## src/source/rv_isa_pkg.sv

```systemverilog
package rv_isa_pkg;

    localparam int xlen = 64;
    localparam int inst_width = 32;
    localparam int opcode_width = 7;
    localparam int reg_idx_width = 5;
    localparam int reg_count = 1 << reg_idx_width;
    localparam int class_width = 15;

    typedef logic [inst_width-1:0] inst_t;
    typedef logic [xlen-1:0] addr_t;
    typedef logic [reg_idx_width-1:0] reg_idx_t;
    typedef logic [opcode_width-1:0] opcode_t;
    typedef logic [2:0] funct3_t;
    typedef logic [class_width-1:0] op_class_t;   // one-hot, zero for unknown

    // bit positions in op_class_t
    localparam int cls_lui    = 0;
    localparam int cls_auipc  = 1;
    localparam int cls_jal    = 2;
    localparam int cls_jalr   = 3;
    localparam int cls_branch = 4;
    localparam int cls_load   = 5;
    localparam int cls_store  = 6;
    localparam int cls_alu_i  = 7;
    localparam int cls_alu_r  = 8;
    localparam int cls_alu_iw = 9;
    localparam int cls_alu_rw = 10;
    localparam int cls_csr    = 11;
    localparam int cls_ebreak = 12;
    localparam int cls_ecall  = 13;
    localparam int cls_mret   = 14;

    localparam opcode_t opc_load     = 7'b000_0011;
    localparam opcode_t opc_store    = 7'b010_0011;
    localparam opcode_t opc_branch   = 7'b110_0011;
    localparam opcode_t opc_jal      = 7'b110_1111;
    localparam opcode_t opc_jalr     = 7'b110_0111;
    localparam opcode_t opc_lui      = 7'b011_0111;
    localparam opcode_t opc_auipc    = 7'b001_0111;
    localparam opcode_t opc_op_imm   = 7'b001_0011;
    localparam opcode_t opc_op       = 7'b011_0011;
    localparam opcode_t opc_op_imm32 = 7'b001_1011;
    localparam opcode_t opc_op32     = 7'b011_1011;
    localparam opcode_t opc_system   = 7'b111_0011;

    function automatic opcode_t get_opcode(input inst_t inst);
        return inst[6:0];
    endfunction

    function automatic reg_idx_t get_rd(input inst_t inst);
        return inst[11:7];
    endfunction

    function automatic reg_idx_t get_rs1(input inst_t inst);
        return inst[19:15];
    endfunction

    function automatic reg_idx_t get_rs2(input inst_t inst);
        return inst[24:20];
    endfunction

    function automatic funct3_t get_funct3(input inst_t inst);
        return inst[14:12];
    endfunction

endpackage
```

## src/source/load_interlock.sv

```systemverilog
module load_interlock
    import rv_isa_pkg::*;
(
    input  logic      held_valid,
    input  inst_t     held_inst,
    input  op_class_t held_class,
    input  logic      ex_valid,
    input  inst_t     ex_inst,
    output logic      block
);

    reg_idx_t ex_rd;
    logic ex_load;
    logic rs1_hit;
    logic rs2_hit;
    logic rs2_used;

    assign ex_rd = get_rd(ex_inst);
    assign ex_load = (get_opcode(ex_inst) == opc_load);

    // x0 is compared too
    assign rs1_hit = (ex_rd == get_rs1(held_inst));
    assign rs2_hit = (ex_rd == get_rs2(held_inst));

    // classes that read rs2 for this check, jal kept in the set
    assign rs2_used = held_class[cls_jal] || held_class[cls_jalr] ||
                      held_class[cls_branch] || held_class[cls_alu_r] ||
                      held_class[cls_alu_rw];

    assign block = held_valid && ex_valid && ex_load &&
                   (rs1_hit || (rs2_hit && rs2_used));

endmodule

```

## config.mk

```make
export PLATFORM = sky130hd
export DESIGN_NAME = load_interlock
export DESIGN_NICKNAME = d
export VERILOG_FILES = /design/src/source/rv_isa_pkg.sv /design/src/source/load_interlock.sv
export SDC_FILE = /design/constraint.sdc
export NUM_CORES = 1
export LEC_CHECK = 0
export ABC_AREA = 1
export BUFFER_PORTS_ARGS = -buffer_cell sky130_fd_sc_hd__buf_2
export CAP_MARGIN = 10
export CORE_AREA = 4 4 41 43
export DETAILED_ROUTE_END_ITERATION = 6
export DIE_AREA = 0 0 45 47
export PLACE_DENSITY = 0.92
export SYNTH_ARGS = -nofsm -noshare
export SYNTH_HDL_FRONTEND = slang
export SYNTH_SLANG_ARGS = --single-unit
```

## constraint.sdc

```tcl
create_clock -name vclk -period 1.45
set_input_delay 0.2175 -clock vclk [all_inputs]
set_output_delay 0.2175 -clock vclk [all_outputs]
set_load 0.005 [all_outputs]
```

==> impl_metrics.csv <==
group,metric,value,unit
run_status,status,"finished clean",
floorplan,ios,82,
power,p_clk_share,0,%
yosys,syn_inst,52,
timing,rsz0062_at_grt,"false",
cells_and_area,fillCellCount,155,
cells_and_area,area.sequential,0,um2
timing,worst_slew_pin_slew,0.132,ns
timing,period_share,79.7,%
timing,period_needed,1.16,ns
grt,grt_util_met3,0.766,%
cells_and_area,clkbuf_count,0,
grt,grt_pass1_wl,1.01,mm
cts,cts-hold-fix-buffers,0,
timing,max_freq,865,MHz
routing,wl_per_cell,7.51,um
worst_setup_path,critPathRequiredTime,1.23,ns
place,post-dp-hpwl,699,um
floorplan,row_count,13,
power,seqPwrFrac,0,%
power,ir_drop,66.5,uV
timing,slew_headroom,91.2,%
grt,use_met1,6.07,%
cells_and_area,finalNetCount,165,
cells_and_area,seq_cells,0,
yosys,syn_avg_cell_area,4.40,um2
routing,ant_nets,0,
routing,via_per_inst,3.85,
worst_setup_path,critical_path.max_fanout,3,
floorplan,die_h,47,um
floorplan,die_area,2120,um2
grt,antenna_found_initial,0,
job,max_cap_violations,0,
cells_and_area,area_growth,73.8,%
place,gp_congestion,0.574,
cts,cts-resized-gates,0,
worst_setup_path,crit_path_start_kind,"input port",
hold_path,hold_path.class,"input port to primary output",
grt,globalRoute.totalOverflow,0,
worst_setup_path,worstPathArrival,0.94,ns
routing,firstDrtPassIters,2,
power,p_sw,40.2,uW
routing,initialDrtViolationCount,1,
timing,hold_viol,0,
grt,grt_start_max_net_pins,4,
yosys,ys_seq_area_share,0,%
routing,vias,373,
floorplan,start_util,17.6,%
yosys,yosysUniqueCellTypes,10,
power,total_power,87.3,uW
power,power.density,219,nW/um2
yosys,synthTopCellsByCount,"nand2_1 (20), inv_1 (12), nor2_1 (9)",
yosys,yosysTopAreaCell,"nand2_1",
cts,post-cts-setup-buffers,0,
timing,tns,0,ns
place,port_buffers,30,
routing,remaining_drc_errors,0,
cells_and_area,antenna_cells,0,
grt,grtUsageMet2,13.6,%
power,power_frac_comb,100.0,%
grt,grt_pass1_vias,304,
power,p_int,47.1,uW
floorplan,die_x,45,um
yosys,synth_top_area_share,32.8,%
grt,track_usage,6.06,%
yosys,yosysMostFrequentCell,"nand2_1",
timing,setup_viol,0,
worst_setup_path,cp-end-kind,"primary output",
worst_setup_path,critPathLaunch,"ex_inst[7]",
cells_and_area,layout-drive-gt1-share,40.2,%
grt,top_usage_layer,"met2",
yosys,synth.yosys.warnings,0,
timing,slew_viol_final,0,
yosys,synth_area,229,um2
yosys,syn_nets,133,
floorplan,core-area,1300,um2
power,swShare,46.1,%
power,p_leak,0.287,nW
routing,routed_wl,728,um
yosys,ys_top_cells_by_area,"nand2_1 (33%), inv_1 (20%), nor2_1 (15%)",
worst_setup_path,endpoint,"block",
worst_setup_path,crit_type,"input port to primary output",
==> layer usage <==
layer	wire length, um	up-vias
met1	249	140
met4	0	0
met3	147	0
li1	-	209
met5	0	-
met2	332	24
==> worst min-delay path by stage <==
stage	start	to	slack, ns	cells after the start
6_report	ex_inst[6]	block	0.77	5
5_1_grt	ex_inst[6]	block	0.81	5
4_1_cts	ex_inst[6]	block	0.78	5
3_5_place_dp	ex_inst[6]	block	0.78	5
3_3_place_gp	ex_inst[6]	block	0.78	5
2_1_floorplan	ex_inst[6]	block	0.56	3
==> cells by family (layout without fill, tap and decap cells) <==
| logic type | Yosys count | after routing | share of synthesized area (%) |
|---|---|---|---|
| simple gates | 34 | 34 | 59.6 |
| compound gates | 1 | 1 | 3.83 |
| buf+inv | 13 | 43 | 21.3 |
| xor+xnor | 4 | 4 | 15.3 |
==> power by group through the flow <==
| stage | Combinational, mW | Sequential [mW] | Clock, mW |
|---|---|---|---|
| 2_1_floorplan | 0.0382 | 0 | 0 |
| 3_3_place_gp | 0.0840 | 0 | 0 |
| 6_report | 0.0873 | 0 | 0 |
| 3_5_place_dp | 0.0889 | 0 | 0 |
| 5_1_grt | 0.0992 | 0 | 0 |
| 4_1_cts | 0.0892 | 0 | 0 |
==> worst max-delay path: stages <==
cell     delay, ns
buf_2         0.12
xor2_1        0.16
nor2_1        0.11
nand3_1       0.10
a21oi_2       0.11
buf_2         0.12
==> final cells by class <==
cell class                 count  area [um2]  area share [%]
tap                           15        18.8            4.72
multi-input combinational     39         180            45.3
timing repair buffer          30         150            37.7
inverter                      13        48.8            12.3
==> cell usage in the layout, fill, tap and decap left out, drive strengths merged <==
master,count
a21oi,1
buf,30
inv,13
nand2,21
nand3,3
nand4,1
nor2,9
xnor2,1
xor2,3
==> metrics by stage <==
stage          instance area [um2]  util [%]  cells  worst slack, ns  hold slack (ns)
2_1_floorplan                  229         -     52            0.580            0.562
3_3_place_gp                   398      30.6     97            0.319            0.784
3_5_place_dp                   398      30.6     97            0.275            0.781
4_1_cts                        398      30.6     97            0.275            0.781
5_1_grt                        398      30.6     97            0.206            0.807
6_report                       398      30.6     97            0.295            0.771
Power figures use the tool's default switching activity.
