<file path="config.mk">
export PLATFORM = sky130hd
export DESIGN_NAME = inst_classifier
export DESIGN_NICKNAME = d
export VERILOG_FILES = /design/src/source/rv_csr_pkg.sv /design/src/source/rv_isa_pkg.sv /design/src/source/inst_classifier.sv
export SDC_FILE = /design/constraint.sdc
export NUM_CORES = 1
export LEC_CHECK = 0
export ABC_CLOCK_PERIOD_IN_PS = 2100
export BUFFER_PORTS_ARGS = -buffer_cell sky130_fd_sc_hd__buf_2
export CORE_ASPECT_RATIO = 0.8
export CORE_MARGIN = 2
export CORE_UTILIZATION = 33
export DETAILED_ROUTE_END_ITERATION = 10
export PLACE_DENSITY_LB_ADDON = 0.15
export SYNTH_ARGS = -nofsm -noshare
export SYNTH_HDL_FRONTEND = slang
export SYNTH_SLANG_ARGS = --single-unit
</file>
<file path="constraint.sdc">
create_clock -name vclk -period 2.1
set_input_delay 0.21 -clock vclk [all_inputs]
set_output_delay 0.21 -clock vclk [all_outputs]
set_load 0.02 [all_outputs]
</file>
<file path="src/source/rv_csr_pkg.sv">
package rv_csr_pkg;

    typedef logic [11:0] csr_addr_t;

    // machine csrs visible to decode
    localparam csr_addr_t csr_mstatus = 12'h300;
    localparam csr_addr_t csr_mtvec   = 12'h305;
    localparam csr_addr_t csr_mepc    = 12'h341;
    localparam csr_addr_t csr_mcause  = 12'h342;

    // system instructions with no operand fields
    localparam logic [31:0] inst_ecall  = 32'h0000_0073;
    localparam logic [31:0] inst_ebreak = 32'h0010_0073;
    localparam logic [31:0] inst_mret   = 32'h3020_0073;

endpackage

</file>
<file path="src/source/rv_isa_pkg.sv">
package rv_isa_pkg;

    localparam int xlen = 64;
    localparam int inst_width = 32;
    localparam int opcode_width = 7;
    localparam int reg_idx_width = 5;
    localparam int reg_count = 1 << reg_idx_width;
    localparam int class_width = 15;

    typedef logic [inst_width-1:0] inst_t;
    typedef logic [xlen-1:0] addr_t;
    typedef logic [reg_idx_width-1:0] reg_idx_t;
    typedef logic [opcode_width-1:0] opcode_t;
    typedef logic [2:0] funct3_t;
    typedef logic [class_width-1:0] op_class_t;   // one-hot, zero for unknown

    // bit positions in op_class_t
    localparam int cls_lui    = 0;
    localparam int cls_auipc  = 1;
    localparam int cls_jal    = 2;
    localparam int cls_jalr   = 3;
    localparam int cls_branch = 4;
    localparam int cls_load   = 5;
    localparam int cls_store  = 6;
    localparam int cls_alu_i  = 7;
    localparam int cls_alu_r  = 8;
    localparam int cls_alu_iw = 9;
    localparam int cls_alu_rw = 10;
    localparam int cls_csr    = 11;
    localparam int cls_ebreak = 12;
    localparam int cls_ecall  = 13;
    localparam int cls_mret   = 14;

    localparam opcode_t opc_load     = 7'b000_0011;
    localparam opcode_t opc_store    = 7'b010_0011;
    localparam opcode_t opc_branch   = 7'b110_0011;
    localparam opcode_t opc_jal      = 7'b110_1111;
    localparam opcode_t opc_jalr     = 7'b110_0111;
    localparam opcode_t opc_lui      = 7'b011_0111;
    localparam opcode_t opc_auipc    = 7'b001_0111;
    localparam opcode_t opc_op_imm   = 7'b001_0011;
    localparam opcode_t opc_op       = 7'b011_0011;
    localparam opcode_t opc_op_imm32 = 7'b001_1011;
    localparam opcode_t opc_op32     = 7'b011_1011;
    localparam opcode_t opc_system   = 7'b111_0011;

    function automatic opcode_t get_opcode(input inst_t inst);
        return inst[6:0];
    endfunction

    function automatic reg_idx_t get_rd(input inst_t inst);
        return inst[11:7];
    endfunction

    function automatic reg_idx_t get_rs1(input inst_t inst);
        return inst[19:15];
    endfunction

    function automatic reg_idx_t get_rs2(input inst_t inst);
        return inst[24:20];
    endfunction

    function automatic funct3_t get_funct3(input inst_t inst);
        return inst[14:12];
    endfunction

endpackage
</file>
<file path="src/source/inst_classifier.sv">
module inst_classifier
    import rv_isa_pkg::*;
    import rv_csr_pkg::*;
(
    input  logic            held_valid,
    input  inst_t           held_inst,
    output op_class_t       op_class,
    output reg_idx_t        rd,
    output reg_idx_t        rs1,
    output reg_idx_t        rs2,
    output funct3_t         funct3,
    output logic [xlen-1:0] imm
);

    inst_t inst;
    opcode_t opcode;
    logic u_type;

    assign inst = held_valid ? held_inst : '0;   // empty slot decodes as zero
    assign opcode = get_opcode(inst);

    assign rd = get_rd(inst);
    assign rs1 = get_rs1(inst);
    assign rs2 = get_rs2(inst);
    assign funct3 = get_funct3(inst);

    always_comb begin
        op_class = '0;
        case (opcode)
            opc_lui: op_class[cls_lui] = 1'b1;
            opc_auipc: op_class[cls_auipc] = 1'b1;
            opc_jal: op_class[cls_jal] = 1'b1;
            opc_jalr: op_class[cls_jalr] = 1'b1;
            opc_branch: op_class[cls_branch] = 1'b1;
            opc_load: op_class[cls_load] = 1'b1;
            opc_store: op_class[cls_store] = 1'b1;
            opc_op_imm: op_class[cls_alu_i] = 1'b1;
            opc_op: op_class[cls_alu_r] = 1'b1;
            opc_op_imm32: op_class[cls_alu_iw] = 1'b1;
            opc_op32: op_class[cls_alu_rw] = 1'b1;
            opc_system: begin
                if (funct3 != 3'b000) begin
                    op_class[cls_csr] = 1'b1;   // csrrw and friends
                end else if (inst == inst_ebreak) begin
                    op_class[cls_ebreak] = 1'b1;
                end else if (inst == inst_ecall) begin
                    op_class[cls_ecall] = 1'b1;
                end else if (inst == inst_mret) begin
                    op_class[cls_mret] = 1'b1;
                end
            end
            default: op_class = '0;   // unknown opcode
        endcase
    end

    assign u_type = op_class[cls_lui] || op_class[cls_auipc];

    // all formats sign-extend from bit 31
    always_comb begin
        if (u_type) begin
            imm = {{(xlen-32){inst[31]}}, inst[31:12], 12'b0};
        end else if (op_class[cls_jal]) begin
            imm = {{(xlen-21){inst[31]}}, inst[31], inst[19:12], inst[20],
                   inst[30:21], 1'b0};
        end else if (op_class[cls_branch]) begin
            imm = {{(xlen-13){inst[31]}}, inst[31], inst[7], inst[30:25],
                   inst[11:8], 1'b0};
        end else if (op_class[cls_store]) begin
            imm = {{(xlen-12){inst[31]}}, inst[31:25], inst[11:7]};
        end else begin
            imm = {{(xlen-12){inst[31]}}, inst[31:20]};   // i format, also unknown
        end
    end

endmodule

</file>
==> report_table.html <==
<table>
<tr><th>Metric</th><th>Value</th></tr>
<tr><th colspan="2">Routing</th></tr>
<tr><td>Per-cell routed wire length</td><td>about 12 µm</td></tr>
<tr><td>Sum of met2 wire segment lengths after detailed routing</td><td>around 1.6 mm</td></tr>
<tr><td>Post-route DRC violation count</td><td>0</td></tr>
<tr><td>Uppermost layer routed</td><td>met3</td></tr>
<tr><td>Vias per Instance</td><td>approximately 4.7</td></tr>
<tr><td>M1 wire length</td><td>1.50 mm</td></tr>
<tr><td>Final routed wirelength across all metal layers</td><td>about 3.4 mm</td></tr>
<tr><td>Met3 Routed Length</td><td>about 270 µm</td></tr>
<tr><td>DRT Pass-1 Iters</td><td>4</td></tr>
<tr><td>Number of nets with antenna violations after detailed routing</td><td>0</td></tr>
<tr><td>Routed via count</td><td>roughly 1400</td></tr>
<tr><td>Violation count after the first detailed-route iteration</td><td>45</td></tr>
<tr><th colspan="2">Die</th></tr>
<tr><td>Initial core utilization</td><td>roughly a third</td></tr>
<tr><td>I/O Pins</td><td>130</td></tr>
<tr><td>Die boundary width</td><td>approximately 64 µm</td></tr>
<tr><td>Core Area</td><td>2770 µm²</td></tr>
<tr><td>Die Outline Area</td><td>approximately 3400 µm²</td></tr>
<tr><td>Vertical die dimension</td><td>52.3 µm</td></tr>
<tr><td>Standard-cell rows</td><td>17</td></tr>
<tr><th colspan="2">Placement</th></tr>
<tr><td>Quantity of I/O buffers inserted on ports</td><td>between 100 and 150</td></tr>
<tr><td>GPL Wtd Cong</td><td>~0.83</td></tr>
<tr><td>Post-placement setup slack</td><td>140 ps</td></tr>
<tr><td>HPWL reported at the end of detailed placement</td><td>between 2 and 3 mm</td></tr>
<tr><th colspan="2">Global routing</th></tr>
<tr><td>Wire length of the first global-routing pass</td><td>between 5 and 6 mm</td></tr>
<tr><td>Maximum number of pins on one net before global-route repair</td><td>34</td></tr>
<tr><td>Vias in the first global route</td><td>1112</td></tr>
<tr><td>GRT overflow</td><td>0</td></tr>
<tr><td>Initial antenna violation count</td><td>0</td></tr>
<tr><td>All-Layer GR Usage</td><td>between 10% and 20%</td></tr>
<tr><th colspan="2">Timing</th></tr>
<tr><td>Final period util</td><td>roughly nine tenths</td></tr>
<tr><td>Worst-margin pin slew</td><td>between 400 and 500 ps</td></tr>
<tr><td>Max-slew violation count</td><td>0</td></tr>
<tr><td>Fin crit period</td><td>around 1900 ps</td></tr>
<tr><td>Max Clock Freq</td><td>about 540 MHz</td></tr>
<tr><td>Final Hold Violating Endpoints</td><td>0</td></tr>
<tr><td>Setup TNS</td><td>0 ps</td></tr>
<tr><td>Setup-violating endpoint count in the final report</td><td>0</td></tr>
<tr><td>Crit path setup slack, layout</td><td>between 200 and 250 ps</td></tr>
<tr><td>Headroom to the max-slew limit</td><td>between 70% and 80%</td></tr>
<tr><td>Unrepaired setup endpoints after global routing</td><td>no</td></tr>
<tr><th colspan="2">Power and ir drop</th></tr>
<tr><td>Switching part of the total</td><td>65.7%</td></tr>
<tr><td>Lkg Pwr</td><td>a little under 0.001 µW</td></tr>
<tr><td>Gate power share</td><td>100.0%</td></tr>
<tr><td>Clock group share of total power</td><td>0%</td></tr>
<tr><td>Design internal power</td><td>111 µW</td></tr>
<tr><td>Sequential fraction of design power</td><td>0%</td></tr>
<tr><td>Net switching power</td><td>213 µW</td></tr>
<tr><td>Worst vdd rail ir drop</td><td>around 0.00009 V</td></tr>
<tr><td>Overall power</td><td>around 320 µW</td></tr>
<tr><td>Pwr Density</td><td>224 nW/µm²</td></tr>
<tr><th colspan="2">Cells and area</th></tr>
<tr><td>Fraction of final layout cells sized beyond drive strength 1</td><td>56.5%</td></tr>
<tr><td>Post-layout utilization of the core</td><td>between 50 and 60%</td></tr>
<tr><td>Layout Nets</td><td>290</td></tr>
<tr><td>Antenna Cells</td><td>0</td></tr>
<tr><td>FFs &amp; Latches</td><td>0</td></tr>
<tr><td>Clock tree buffer count of the final layout</td><td>0</td></tr>
<tr><td>Post-synthesis to final-layout area growth</td><td>50.6%</td></tr>
<tr><td>Storage cell area</td><td>0 µm²</td></tr>
<tr><th colspan="2">Status</th></tr>
<tr><td>Run status</td><td>complete, no violations</td></tr>
<tr><th colspan="2">Logic synthesis</th></tr>
<tr><td>Most frequent cell after synthesis</td><td>sky130_fd_sc_hd__buf_4</td></tr>
<tr><td>Distinct cell type count of the synthesized netlist</td><td>31</td></tr>
<tr><td>Dominant cells by area after synthesis</td><td>sky130_fd_sc_hd__buf_4 25%, sky130_fd_sc_hd__and2_1 7.8%, sky130_fd_sc_hd__nand2_1 7.8%</td></tr>
<tr><td>Part of the Yosys area used for sequential elements</td><td>0%</td></tr>
<tr><td>Post-synth top area share</td><td>25.0%</td></tr>
<tr><td>Ranking of synthesized cells by instance count</td><td>32 x sky130_fd_sc_hd__buf_4, 20 x sky130_fd_sc_hd__nand2_1, 14 x sky130_fd_sc_hd__nor2_1</td></tr>
<tr><td>Warnings from Yosys</td><td>0</td></tr>
<tr><td>Synth area leader</td><td>sky130_fd_sc_hd__buf_4</td></tr>
<tr><td>Number of instances in the synthesized netlist</td><td>between 150 and 200</td></tr>
<tr><td>Area of the mapped netlist</td><td>962 µm²</td></tr>
<tr><td>Post-synthesis area per instance</td><td>between 6 and 7 µm²</td></tr>
<tr><td>Net Count, Synth</td><td>between 150 and 200</td></tr>
<tr><th colspan="2">Min path</th></tr>
<tr><td>Path type of the worst min-delay path</td><td>primary input to primary output</td></tr>
<tr><td>Source of the worst hold timing path</td><td>held_inst[6]</td></tr>
<tr><td>Endpoint of the worst hold-timing path</td><td>op_class[6]</td></tr>
<tr><td>Worst Hold Path Cells</td><td>3</td></tr>
<tr><th colspan="2">Clock tree</th></tr>
<tr><td># Post-CTS Setup Buffers</td><td>0</td></tr>
<tr><td>Hold buffer count at CTS</td><td>0</td></tr>
<tr><th colspan="2">Worst setup path</th></tr>
<tr><td>Nature of the critical path endpoint</td><td>primary output</td></tr>
<tr><td>Data arrival time at the worst-slack endpoint</td><td>1660 ps</td></tr>
<tr><td>Worst-path maximum fanout</td><td>3</td></tr>
<tr><td>Kind of start point of the critical path</td><td>primary input</td></tr>
<tr><td>Worst Setup Path Type</td><td>primary input to primary output</td></tr>
<tr><td>Worst path required time</td><td>1890 ps</td></tr>
<tr><th colspan="2">Flow run</th></tr>
<tr><td>Max-capacitance violation count</td><td>0</td></tr>
</table>
## cell usage in the layout (no fill, tap or decap)
master,synthesis,routed
sky130_fd_sc_hd__o311a_1,1,1
sky130_fd_sc_hd__or2_2,1,1
sky130_fd_sc_hd__nor3_2,1,2
sky130_fd_sc_hd__nor3_1,9,8
sky130_fd_sc_hd__nand4b_1,2,2
sky130_fd_sc_hd__buf_2,1,130
sky130_fd_sc_hd__mux2i_1,5,5
sky130_fd_sc_hd__or3_1,2,2
sky130_fd_sc_hd__a211oi_1,1,1
sky130_fd_sc_hd__nand4_1,1,1
sky130_fd_sc_hd__nor4_2,0,1
sky130_fd_sc_hd__o21ai_0,7,7
sky130_fd_sc_hd__a2111oi_4,1,1
sky130_fd_sc_hd__inv_1,9,9
sky130_fd_sc_hd__and2_1,12,12
sky130_fd_sc_hd__buf_4,32,6
sky130_fd_sc_hd__and4_1,1,1
sky130_fd_sc_hd__a21o_1,8,8
sky130_fd_sc_hd__a21oi_1,1,1
sky130_fd_sc_hd__nor2_2,1,1
sky130_fd_sc_hd__mux2_2,1,1
sky130_fd_sc_hd__nand3b_1,1,1
sky130_fd_sc_hd__nor2_1,14,14
sky130_fd_sc_hd__nor4_1,5,4
sky130_fd_sc_hd__nand2b_4,1,1
sky130_fd_sc_hd__and3_1,7,7
sky130_fd_sc_hd__nor3b_1,1,1
sky130_fd_sc_hd__o21a_1,1,1
sky130_fd_sc_hd__nand3_1,3,3
sky130_fd_sc_hd__nand2b_1,2,2
sky130_fd_sc_hd__nand2_1,20,20
## stage by stage
stage	cell area, µm²	std cells	hold WS (ps)
3_5_place_dp	1440	293	755
2_1_floorplan	967	158	509
5_1_grt	1450	293	779
6_report	1450	293	752
4_1_cts	1440	293	753
3_3_place_gp	1440	293	755
## worst max-delay path by stage
stage	start	endpoint	slack [ps]	depth (start not counted)
after floorplan	held_valid	imm[20]	140	6
after global placement	held_inst[23]	op_class[13]	110	6
after detailed placement	held_inst[23]	op_class[13]	140	6
after CTS	held_inst[23]	op_class[13]	120	6
after global routing	held_inst[23]	op_class[13]	100	6
final	held_inst[18]	op_class[13]	230	6
## logic make-up (layout without fill, tap and decap cells)
logic type / Yosys count / in the layout / synth area share [%]
AND/OR/NAND/NOR: 84 / 84 / 46.4
multiplexers: 6 / 6 / 6.37
AO/OA/AOI/OAI: 20 / 20 / 15.9
buffers and inverters: 48 / 145 / 31.3
## metal layers
layer,vias up,global-route usage (%)
met5,-,0
met4,0,0
met3,0,0.645
met2,74,34.0
li1,699,-
met1,595,25.6
## final cells by class
type | count | area, µm²
Multi-Input combinational cell | 110 | 672
Inverter | 9 | 33.8
Fill cell | 307 | 1320
Tap cell | 38 | 47.5
Timing Repair Buffer | 136 | 696
## power by group through the flow
stage               clock (µW)  sequential, µW  combinational [µW]
floorplan                    0               0                 234
global placement             0               0                 325
detailed placement           0               0                 325
CTS                          0               0                 325
global route                 0               0                 350
finish                       0               0                 325
## critical path, cell delays in order
cell                        delay [ps]
sky130_fd_sc_hd__buf_2             110
sky130_fd_sc_hd__nor4_1            330
sky130_fd_sc_hd__nand3_1           180
sky130_fd_sc_hd__a2111oi_4         410
sky130_fd_sc_hd__and4_1            250
sky130_fd_sc_hd__buf_2             160
## what timing repair did
action	CTS	global route
resized for setup	0	1
endpoints found under the setup margin	0	1
endpoints found under the hold margin	0	0
(Power assumes the default switching activity.)
