--- src/source/inst_queue.sv ---
module inst_queue #(
    parameter type payload_t = logic [31:0],
    parameter int queue_depth = 16,
    parameter int almost_full_level = 12
) (
    input  logic     clk,
    input  logic     reset,
    input  logic     write,
    input  payload_t write_data,
    input  logic     read,
    output payload_t read_data,
    output logic     almost_full,
    output logic     empty
);

    localparam int ptr_width = (queue_depth > 1) ? $clog2(queue_depth) : 1;
    localparam int count_width = $clog2(queue_depth + 1);

    payload_t mem [queue_depth];
    logic [ptr_width-1:0] wr_ptr;
    logic [ptr_width-1:0] rd_ptr;
    logic [count_width-1:0] count;   // occupancy
    logic full;
    logic do_write;
    logic do_read;

    function automatic logic [ptr_width-1:0] next_ptr(input logic [ptr_width-1:0] ptr);
        if (ptr == ptr_width'(queue_depth - 1)) begin
            return '0;   // wrap for any depth
        end
        return ptr + ptr_width'(1);
    endfunction

    assign full = (count == count_width'(queue_depth));
    assign empty = (count == '0);
    assign almost_full = (count >= count_width'(almost_full_level));
    assign do_write = write && !full;   // overflow dropped
    assign do_read = read && !empty;   // underflow dropped
    assign read_data = mem[rd_ptr];   // head, no read latency

    always_ff @(posedge clk) begin
        if (reset) begin
            wr_ptr <= '0;
            rd_ptr <= '0;
            count <= '0;
        end else begin
            if (do_write) begin
                wr_ptr <= next_ptr(wr_ptr);
            end
            if (do_read) begin
                rd_ptr <= next_ptr(rd_ptr);
            end
            case ({do_write, do_read})
                2'b10: count <= count + count_width'(1);
                2'b01: count <= count - count_width'(1);
                default: count <= count;   // none, or both at once
            endcase
        end
    end

    always_ff @(posedge clk) begin
        if (do_write) begin
            mem[wr_ptr] <= write_data;
        end
    end

endmodule

--- config.mk ---
export PLATFORM = sky130hd
export DESIGN_NAME = inst_queue
export DESIGN_NICKNAME = d
export VERILOG_FILES = /design/src/source/inst_queue.sv
export SDC_FILE = /design/constraint.sdc
export NUM_CORES = 1
export LEC_CHECK = 0
export ABC_AREA = 1
export BUFFER_PORTS_ARGS = -buffer_cell sky130_fd_sc_hd__clkbuf_2
export CAP_MARGIN = 10
export CORE_AREA = 2 2 273 167
export CTS_BUF_LIST = sky130_fd_sc_hd__clkbuf_8
export CTS_CLUSTER_SIZE = 8
export DETAILED_ROUTE_END_ITERATION = 8
export DIE_AREA = 0 0 275 169
export GPL_ROUTABILITY_DRIVEN = 0
export GPL_TIMING_DRIVEN = 0
export PLACE_DENSITY = 0.66
export SETUP_SLACK_MARGIN = 0.3
export SYNTH_ARGS = -nofsm -noshare
export SYNTH_HDL_FRONTEND = slang
export SYNTH_SLANG_ARGS = --single-unit
--- constraint.sdc ---
create_clock -name clk -period 6.4 [get_ports clk]
set_input_delay 1.28 -clock clk [delete_from_list [all_inputs] [get_ports clk]]
set_output_delay 1.28 -clock clk [all_outputs]
set_load 0.02 [all_outputs]
==> impl_metrics.ini, run 1 <==
[setup_path]
path_max_fanout = 10
slowest_delay_ns = 0.68
cp-start-kind = register
arrival_ns = 3.03
path_cells = clkbuf_1 > clkbuf_1 > nand3_1 > nand3_1 > nand2_1 > clkbuf_2
cp_top_family = buffers and inverters
r2r_start = count[0]
end_kind = primary output
cpMaxStageDelayCell = clkbuf_1
path_class = reg -> out
worst-path-buf-inv = 3
critPathRequiredTime_ns = 5.12

[detailed_routing]
ant_nets = 0
wl_um = 58170
drc = 0
dr.first_iter.drc_count = 1900
first_pass_iters = 5
via_count = 14320
wl_per_cell_um = 22.81
vias_per_cell = 5.615

[die]
rows = 60
chipHeight_um = 169
die_width_um = 275
coreArea_mm2 = 0.04414
ios = 70
start_util_pct = 49.54
die_area_mm2 = 0.04648

[timing]
setup_ws_ns = 2.088
fin_tns_setup_ns = 0
skew_ns = 0.01368
hold_viol = 0
slew_headroom_pct = 40.84
min_period_over_period_pct = 67.37
layout_min_cycle_time_ns = 4.312
maxSlewViolCount = 0
setup_viol = 0
fmax_mhz = 231.9
rsz0062_at_grt = no
tightest_slew_ns = 0.8874

[logic_synthesis]
syn_avg_cell_area_um2 = 12.46
ys_ff_latch = 529
synth.cell_area_mm2 = 0.02187
synthMostInstantiatedCell = edfxtp_1
yosys.area_share.adder_pct = 0.5150
seq_area_frac_synth_pct = 71.87
synth_edf_count = 512
synth_cell_types = 26
synth_ff_type = edfxtp_1
synth_fp_nets = 1800
yosys.area_share.simple_pct = 8.520
netlist_instances = 1755
ys_top_cells_by_count = edfxtp_1, inv_1, nand3_1
synth_top_family_by_area = compound AO/OA/AOI/OAI gates
synth.area.mux_share_pct = 0
async_flop_share_pct = 0
yosys.area.top_type_share_pct = 70.31
synthXorXnorAreaFrac_pct = 0.1602
yosysTopAreaCell = edfxtp_1
synth_compound_area_share_pct = 10.73
synth_area_leaders = edfxtp_1, inv_1, nand3_1
synth-warning-count = 0

[job]
max_cap_violations = 0

[clocking]
htree_levels = 3
numCtsBuffers = 79
clock_latency_ns = 0.64
cts-resized-gates = 0
clockBufferDepth = 3
cts_tree = done
cts_hold_buf = 0
cts.sinks = 529
path_clk_slew_ns = 0.06
cts_root_buf = clkbuf_8
postCtsSetupRepairBufs = 0

[placed_design]
io_buffers = 69
dpl.cell_count = 2433
dp_hpwl_um = 38970
post-place-ws_ns = 2.812

[worst_hold_path]
hp-class = reg -> reg
min_from = wr_ptr[0]

[global_routing]
grt_pass1_wl_um = 84880
antenna_found_initial = 0
busiest_layer = met1
grt_max_degree = 26
overflow = 0
grt_use_total_pct = 25.24
grt_pass1_vias = 13480
grt_use_met3_pct = 6.398
grt_use_met2_pct = 35.32
met1_usage_pct = 38.77

[finish]
n_antenna_cell = 0
drive_above_1_share_pct = 13.67
nets = 1970
area_growth_pct = 13.29
ff_latch_area_mm2 = 0.01572
utilization_pct = 56.12
multiInputGateArea_mm2 = 0.004476
instances_no_fill = 2550
fillers = 3595

[power]
p_leak_nw = 9.104
ir_drop_mv = 0.1705
powerDensity_mw_per_mm2 = 362.8
finalPower_mw = 8.988

[run_status]
status = complete, no violations
==> power breakdown <==
group / leakage, nW / internal [mW] / switching, mW
logic: 3.60 / 0.816 / 1.82
clock network: 0.743 / 1.16 / 1.23
registers: 4.76 / 3.91 / 0.0421
==> final timing paths <==
path                            slack [ns]           end  depth (start not counted)
worst min-delay path                  0.52     wr_ptr[0]                          2
worst min register to register        0.52     wr_ptr[0]                          2
worst max register to register        3.71    mem[7][27]                          8
worst max-delay path                  2.09  read_data[2]                          6
==> registers in the layout, indices dropped and copies added, names as in the netlist, named ones only <==
register  cells
count         5
mem         512
rd_ptr        4
wr_ptr        4
==> metal layers <==
metal / vias to the layer above / share of wire (%)
met1: 6940 / 45
met5: - / 0
met2: 733 / 42
met4: 0 / 2.2
li1: 6549 / -
met3: 97 / 11
==> cell usage in the layout, fill, tap and decap left out, types with 2 or more instances in the layout <==
cell,n
clkinvlp_4,4
nand3_1,202
nor2_4,15
clkbuf_8,82
buf_12,8
edfxtp_1,512
a21oi_2,2
a21oi_1,136
clkinv_1,3
buf_16,8
o21ai_1,66
o211ai_1,128
xor2_1,3
clkbuf_1,23
dfxtp_1,17
nor2_1,10
nand2_1,194
buf_4,6
buf_2,19
ha_1,9
buf_8,3
buf_1,9
inv_1,305
nand4_1,2
buf_6,39
o21ai_0,70
clkbuf_2,79
==> area by class of cell <==
type	instances	share of cell area, %
flip-flops and latches	529	63.44
multi-input cells	842	18.07
clock buffers	82	4.556
inverters	279	4.228
repair buffers	89	3.127
plain buffers	105	3.010
well taps	589	2.975
clock inverters	35	0.5960
==> worst reg2reg max path, cell delays in order, from the launching register on <==
cell	delay, ns
dfxtp_1	0.41
nor2_1	0.09
nand4_1	0.07
nand2_1	0.22
inv_1	0.25
nand2_1	0.24
nor3_2	0.69
buf_6	0.24
buf_6	0.18
==> logic make-up after synthesis <==
| logic type | Yosys count |
|---|---|
| compound gates | 403 |
| xor+xnor | 4 |
| fa+ha+maj | 9 |
| buf+inv | 384 |
| flops | 529 |
| simple gates | 426 |
==> per-stage QoR <==
stage,hold WS [ns],area (um^2)
3_5_place_dp,0.5083,23500
4_1_cts,0.5167,24770
6_report,0.5190,24770
3_3_place_gp,0.4931,22950
5_1_grt,0.5573,24770
2_1_floorplan,0.4593,21870
Note: power is estimated with default switching activity, not from simulation.
==> run 2, diff against run 1 <==
--- a/config.mk
+++ b/config.mk
@@ -5,14 +5,14 @@
 export SDC_FILE = /design/constraint.sdc
 export NUM_CORES = 1
 export LEC_CHECK = 0
-export ABC_AREA = 1
+export ABC_AREA = 0
 export BUFFER_PORTS_ARGS = -buffer_cell sky130_fd_sc_hd__clkbuf_2
 export CAP_MARGIN = 10
-export CORE_AREA = 2 2 273 167
+export CORE_AREA = 2 2 263 161
 export CTS_BUF_LIST = sky130_fd_sc_hd__clkbuf_8
 export CTS_CLUSTER_SIZE = 8
 export DETAILED_ROUTE_END_ITERATION = 8
-export DIE_AREA = 0 0 275 169
+export DIE_AREA = 0 0 265 163
 export GPL_ROUTABILITY_DRIVEN = 0
 export GPL_TIMING_DRIVEN = 0
 export PLACE_DENSITY = 0.66
==> constraint.sdc (replaced) <==
create_clock -name clk -period 4.05 [get_ports clk]
set_input_delay 0.81 -clock clk [delete_from_list [all_inputs] [get_ports clk]]
set_output_delay 0.81 -clock clk [all_outputs]
set_load 0.02 [all_outputs]
==> run 2 against run 1 <==
Net effect: count of clock-buffer cells in the layout is the same; first-iteration DRC count shrank 42%; largest power group unchanged; combinational power grew 3%; critical endpoint is now read_data[28]; die area shrank 7.1%; utilization is essentially flat; setup slack lost 1.6 ns; hold slack lost 0.0046 ns; synthesized cell count shrank 48%; critical path depth is the same.
==> impl_metrics.ini, run 2 <==
[run_status]
status = complete, no violations

[clocking]
cts_root_buf = clkbuf_8
cts.sinks = 529
numCtsBuffers = 78
cts_tree = done
postCtsSetupRepairBufs = 0
htree_levels = 3
clockBufferDepth = 3
clock_latency_ns = 0.61
path_clk_slew_ns = 0.06

[detailed_routing]
dr.first_iter.drc_count = 1100
wl_per_cell_um = 26.31
vias_per_cell = 5.941
ant_nets = 0
drc = 0
first_pass_iters = 5
wl_um = 43480
via_count = 9820

[setup_path]
arrival_ns = 2.80
path_class = reg -> out
path_cells = clkbuf_2 > clkdlybuf4s15_2 > mux4_2 > a22oi_1 > nand2_1 > clkbuf_2
cpMaxStageDelayCell = clkdlybuf4s15_2
end_kind = primary output
cp-start-kind = register
slowest_delay_ns = 0.53
path_max_fanout = 10
cpMostUsedCell = clkbuf_2
critPathRequiredTime_ns = 3.24

[timing]
setup_viol = 0
tightest_slew_ns = 0.9803
min_period_over_period_pct = 89.13
skew_ns = 0.01548
maxSlewViolCount = 0
slew_headroom_pct = 34.49
rsz0062_at_grt = no
layout_min_cycle_time_ns = 3.610
fmax_mhz = 277.0
setup_ws_ns = 0.4403
fin_hold_ws_ns = 0.5145
hold_viol = 0

[die]
ios = 70
start_util_pct = 49.03
die_width_um = 265
die_area_mm2 = 0.04320
chipHeight_um = 163
coreArea_mm2 = 0.04107
rows = 58

[global_routing]
overflow = 0
grt_max_degree = 23
grt_use_total_pct = 20.85
grt_pass1_vias = 10200
antenna_found_initial = 0
grt_pass1_wl_um = 64830

[logic_synthesis]
synth-warning-count = 0
synth_cell_types = 41
synth_fp_nets = 960
netlist_instances = 915
synth_edf_count = 512
yosysTopAreaCell = edfxtp_1
synth_ff_type = edfxtp_1
async_flop_share_pct = 0
synth_area_leaders = edfxtp_1, mux4_2, a22oi_1
synthMostInstantiatedCell = edfxtp_1
synth.cell_area_mm2 = 0.02014
ys_ff_latch = 529
seq_area_frac_synth_pct = 78.04
yosys.area.top_type_share_pct = 76.35
syn_avg_cell_area_um2 = 22.01
ys_top_cells_by_count = edfxtp_1, mux4_2, a22oi_1

[finish]
nets = 1137
largest_reg_flops = 512
layout_common_cells = edfxtp_1, mux4_2, clkbuf_8
largestRegisters = mem (512), count (5)
drive_above_1_share_pct = 32.52
top_register = mem
mostFrequentLayoutCell = edfxtp_1
n_antenna_cell = 0
instances_no_fill = 1653
fillers = 3048
area_growth_pct = 14.41

[placed_design]
dp_hpwl_um = 28170
dpl.cell_count = 1552
post-place-ws_ns = 0.6576
io_buffers = 68

[worst_hold_path]
hp-class = reg -> reg

[power]
powerDensity_mw_per_mm2 = 547.3
ir_drop_mv = 0.4209
p_leak_nw = 7.373

[job]
max_cap_violations = 0
-- run 2: cell types whose count changed in the layout (fill, tap and decap cells not counted), moves of 64 or more --
cell      delta
a21oi_1    -130
a22oi_1     +64
inv_1      -282
mux4_2     +128
nand2_1    -148
nand3_1    -201
o211ai_1   -124
o21ai_0     -68
o21ai_1     -66
-- run 2: cells by family after synthesis --
logic type | synth area share, %
adder cells (fa/ha/maj) | 0.5592
XOR/XNOR | 0.2174
AND/OR/NAND/NOR | 2.212
buffers and inverters | 1.299
flip-flops | 78.04
AO/OA/AOI/OAI | 3.163
multiplexers | 14.51
-- run 2: per-layer routing --
| layer | routed length [um] | vias to the layer above | GRT usage, % |
|---|---|---|---|
| met4 | 883 | 0 | 5.598 |
| met2 | 19340 | 487 | 30.52 |
| met5 | 0 | - | 0 |
| met3 | 4071 | 68 | 5.503 |
| met1 | 19190 | 5078 | 31.39 |
| li1 | - | 4187 | - |
-- run 2: path summary, 6_finish.rpt --
kind              from             to  slack, ns  cells past startpoint
min reg2reg  rd_ptr[0]      rd_ptr[0]       0.51                      2
min          rd_ptr[0]      rd_ptr[0]       0.51                      2
max reg2reg   count[2]       count[4]       0.67                     12
max           register  read_data[28]       0.44                      6
-- run 2: metrics by stage --
| step | power (mW) | utilization (%) | area [um^2] | setup TNS (ns) |
|---|---|---|---|---|
| global route | 13.15 | 56.09 | 23040 | 0 |
| CTS | 12.73 | 56.06 | 23030 | 0 |
| detailed placement | 9.087 | 53.05 | 21790 | 0 |
| finish | 12.61 | 56.09 | 23040 | 0 |
| floorplan | 8.238 | - | 20150 | 0 |
| global placement | 8.974 | 51.54 | 21170 | -466.07 |
-- run 2: power by group --
group | switching [mW] | internal [mW] | leakage [nW]
sequential | 0.0558 | 6.17 | 4.76
combinational | 1.50 | 1.24 | 1.93
clock | 1.84 | 1.81 | 0.682
total | 3.39 | 9.22 | 7.37
-- run 2: final cells by class --
class	instances	area [um^2]	area share, %
Tap cell	540	675.6	2.933
Clock buffer	82	1129	4.898
Inverter	7	26.28	0.1140
Clock inverter	19	76.32	0.3313
Timing Repair Buffer	97	852.1	3.698
Sequential cell	529	15720	68.21
Multi-Input combinational cell	326	4285	18.60
Buffer	53	280.3	1.216
-- run 2: repair_timing --
action	4_1_cts	5_1_grt
setup endpoints to repair	32	15
resized for setup	17	8
hold buffers	0	0
pin swaps	0	0
-- run 2: worst max-delay path: cells and delay by family, from the launching register on --
| kind | cells | cell delay (ns) |
|---|---|---|
| muxes | 1 | 0.37 |
| buffers and inverters | 3 | 0.99 |
| DFF | 1 | 0.36 |
| and+or+nand+nor | 1 | 0.16 |
| AOI/OAI and AO/OA | 1 | 0.31 |
==> run 3, diff against run 2 <==
--- a/config.mk
+++ b/config.mk
@@ -15,6 +15,7 @@
 export DIE_AREA = 0 0 265 163
 export GPL_ROUTABILITY_DRIVEN = 0
 export GPL_TIMING_DRIVEN = 0
+export MAX_ROUTING_LAYER = met4
 export PLACE_DENSITY = 0.66
 export SETUP_SLACK_MARGIN = 0.3
 export SYNTH_ARGS = -nofsm -noshare
==> run 3 against run 2 <==
Net effect: clock power about the same; die area unchanged; register-to-register slack barely moved; clock skew increased by 0.0012 ns; sequential power is essentially flat; utilization unchanged; first-iteration DRC count shrank 1.5%; via count fell by 0.48%; fmax decreased by 0.79%; critical path depth did not move.
==> impl_metrics.ini, run 3 (synthesis gave the netlist of run 2 again) <==
[run_status]
status = complete, no violations

[timing]
fmax_mhz = 274.8
tightest_slew_ns = 0.9810
min_period_over_period_pct = 89.84
hold_viol = 0
layout_min_cycle_time_ns = 3.638
maxSlewViolCount = 0
fin_tns_setup_ns = 0
skew_ns = 0.01665
rsz0062_at_grt = no
setup_viol = 0
slew_headroom_pct = 34.44

[finish]
fillers = 3048
ff_latch_area_mm2 = 0.01572
drive_above_1_share_pct = 32.52
largest_reg_flops = 512
nets = 1137
multiInputGateArea_mm2 = 0.004285
mostFrequentLayoutCell = edfxtp_1
top_register = mem
n_antenna_cell = 0
finalInstanceArea_mm2 = 0.02304
area_growth_pct = 14.41
layout_common_cells = edfxtp_1, mux4_2, clkbuf_8
largestRegisters = mem (512), count (5)

[detailed_routing]
dr.first_iter.drc_count = 1084
via_count = 9773
first_pass_iters = 7
ant_nets = 0
wl_um = 43470
drc = 0
wl_per_cell_um = 26.30
vias_per_cell = 5.912

[setup_path]
path_class = reg -> out
path_max_fanout = 10
cp-start-kind = register
critPathRequiredTime_ns = 3.24
arrival_ns = 2.83
rrSetupSlack_ns = 0.66
end_kind = primary output

[die]
rows = 58
coreArea_mm2 = 0.04107
die_area_mm2 = 0.04320
chipHeight_um = 163
start_util_pct = 49.03
die_width_um = 265
ios = 70

[power]
ir_drop_mv = 0.4210
powerDensity_mw_per_mm2 = 547.3
finalPower_mw = 12.61
p_leak_nw = 7.373

[clocking]
clock_latency_ns = 0.61
htree_levels = 3
cts_root_buf = clkbuf_8
clockBufferDepth = 3
cts.sinks = 529
numCtsBuffers = 78
cts_tree = done
path_clk_slew_ns = 0.06

[global_routing]
antenna_found_initial = 0
grt_pass1_vias = 10170
grt_max_degree = 23
grt_use_total_pct = 21.50
grt_pass1_wl_um = 64880
overflow = 0

[job]
max_cap_violations = 0

[placed_design]
io_buffers = 68
place_area_mm2 = 0.02179
dp_hpwl_um = 28170

[worst_hold_path]
hp-class = reg -> reg
run 3: worst paths after layout:
path	from	to	cells after the start
setup / recovery	register	read_data[28]	6
hold / removal	rd_ptr[0]	rd_ptr[0]	2
setup reg to reg	count[2]	count[4]	12
hold reg to reg	rd_ptr[0]	rd_ptr[0]	2
run 3: worst max-delay path, cell delays in order (launching register included):
cell             delay, ns
dfxtp_1               0.36
clkbuf_2              0.29
clkdlybuf4s15_2       0.54
mux4_2                0.38
a22oi_1               0.32
nand2_1               0.16
clkbuf_2              0.18
run 3: what timing repair did:
item	CTS	global route
resized for setup	17	8
endpoints found under the setup margin	32	15
cloned	0	0
hold buffers	0	0
setup buffers	0	0
pin swaps	0	0
run 3: power breakdown:
group / total, mW / internal (mW) / switching, mW / leakage, nW
combinational: 2.73 / 1.24 / 1.50 / 1.93
clock: 3.65 / 1.81 / 1.84 / 0.682
sequential: 6.23 / 6.17 / 0.0559 / 4.76
total: 12.6 / 9.22 / 3.39 / 7.37
run 3: layout make-up:
type | count | area share, %
Tap cell | 540 | 2.933
Sequential cell | 529 | 68.21
Clock inverter | 19 | 0.3313
Buffer | 53 | 1.216
Multi-Input combinational cell | 326 | 18.60
Clock buffer | 82 | 4.898
Inverter | 7 | 0.1140
Timing Repair Buffer | 97 | 3.698
run 3: metal layers:
layer  track usage (%)  wire length [um]  vias up
li1                  -                 -     4196
met1             31.46             19050     5023
met2             30.53             19360      484
met3             5.383              4191       70
met4             5.598               868        0
met5                 -                 0        -
run 3: stage by stage:
stage / worst slack (ns) / cells / util (%) / hold WS [ns]
after floorplan: 0.2193 / 915 / - / 0.4720
after global placement: -2.472 / 1523 / 51.54 / 0.5006
after detailed placement: 0.6576 / 1552 / 53.05 / 0.5074
after CTS: 0.3223 / 1653 / 56.06 / 0.5163
after global routing: 0.3169 / 1653 / 56.09 / 0.5593
final: 0.4116 / 1653 / 56.09 / 0.5198
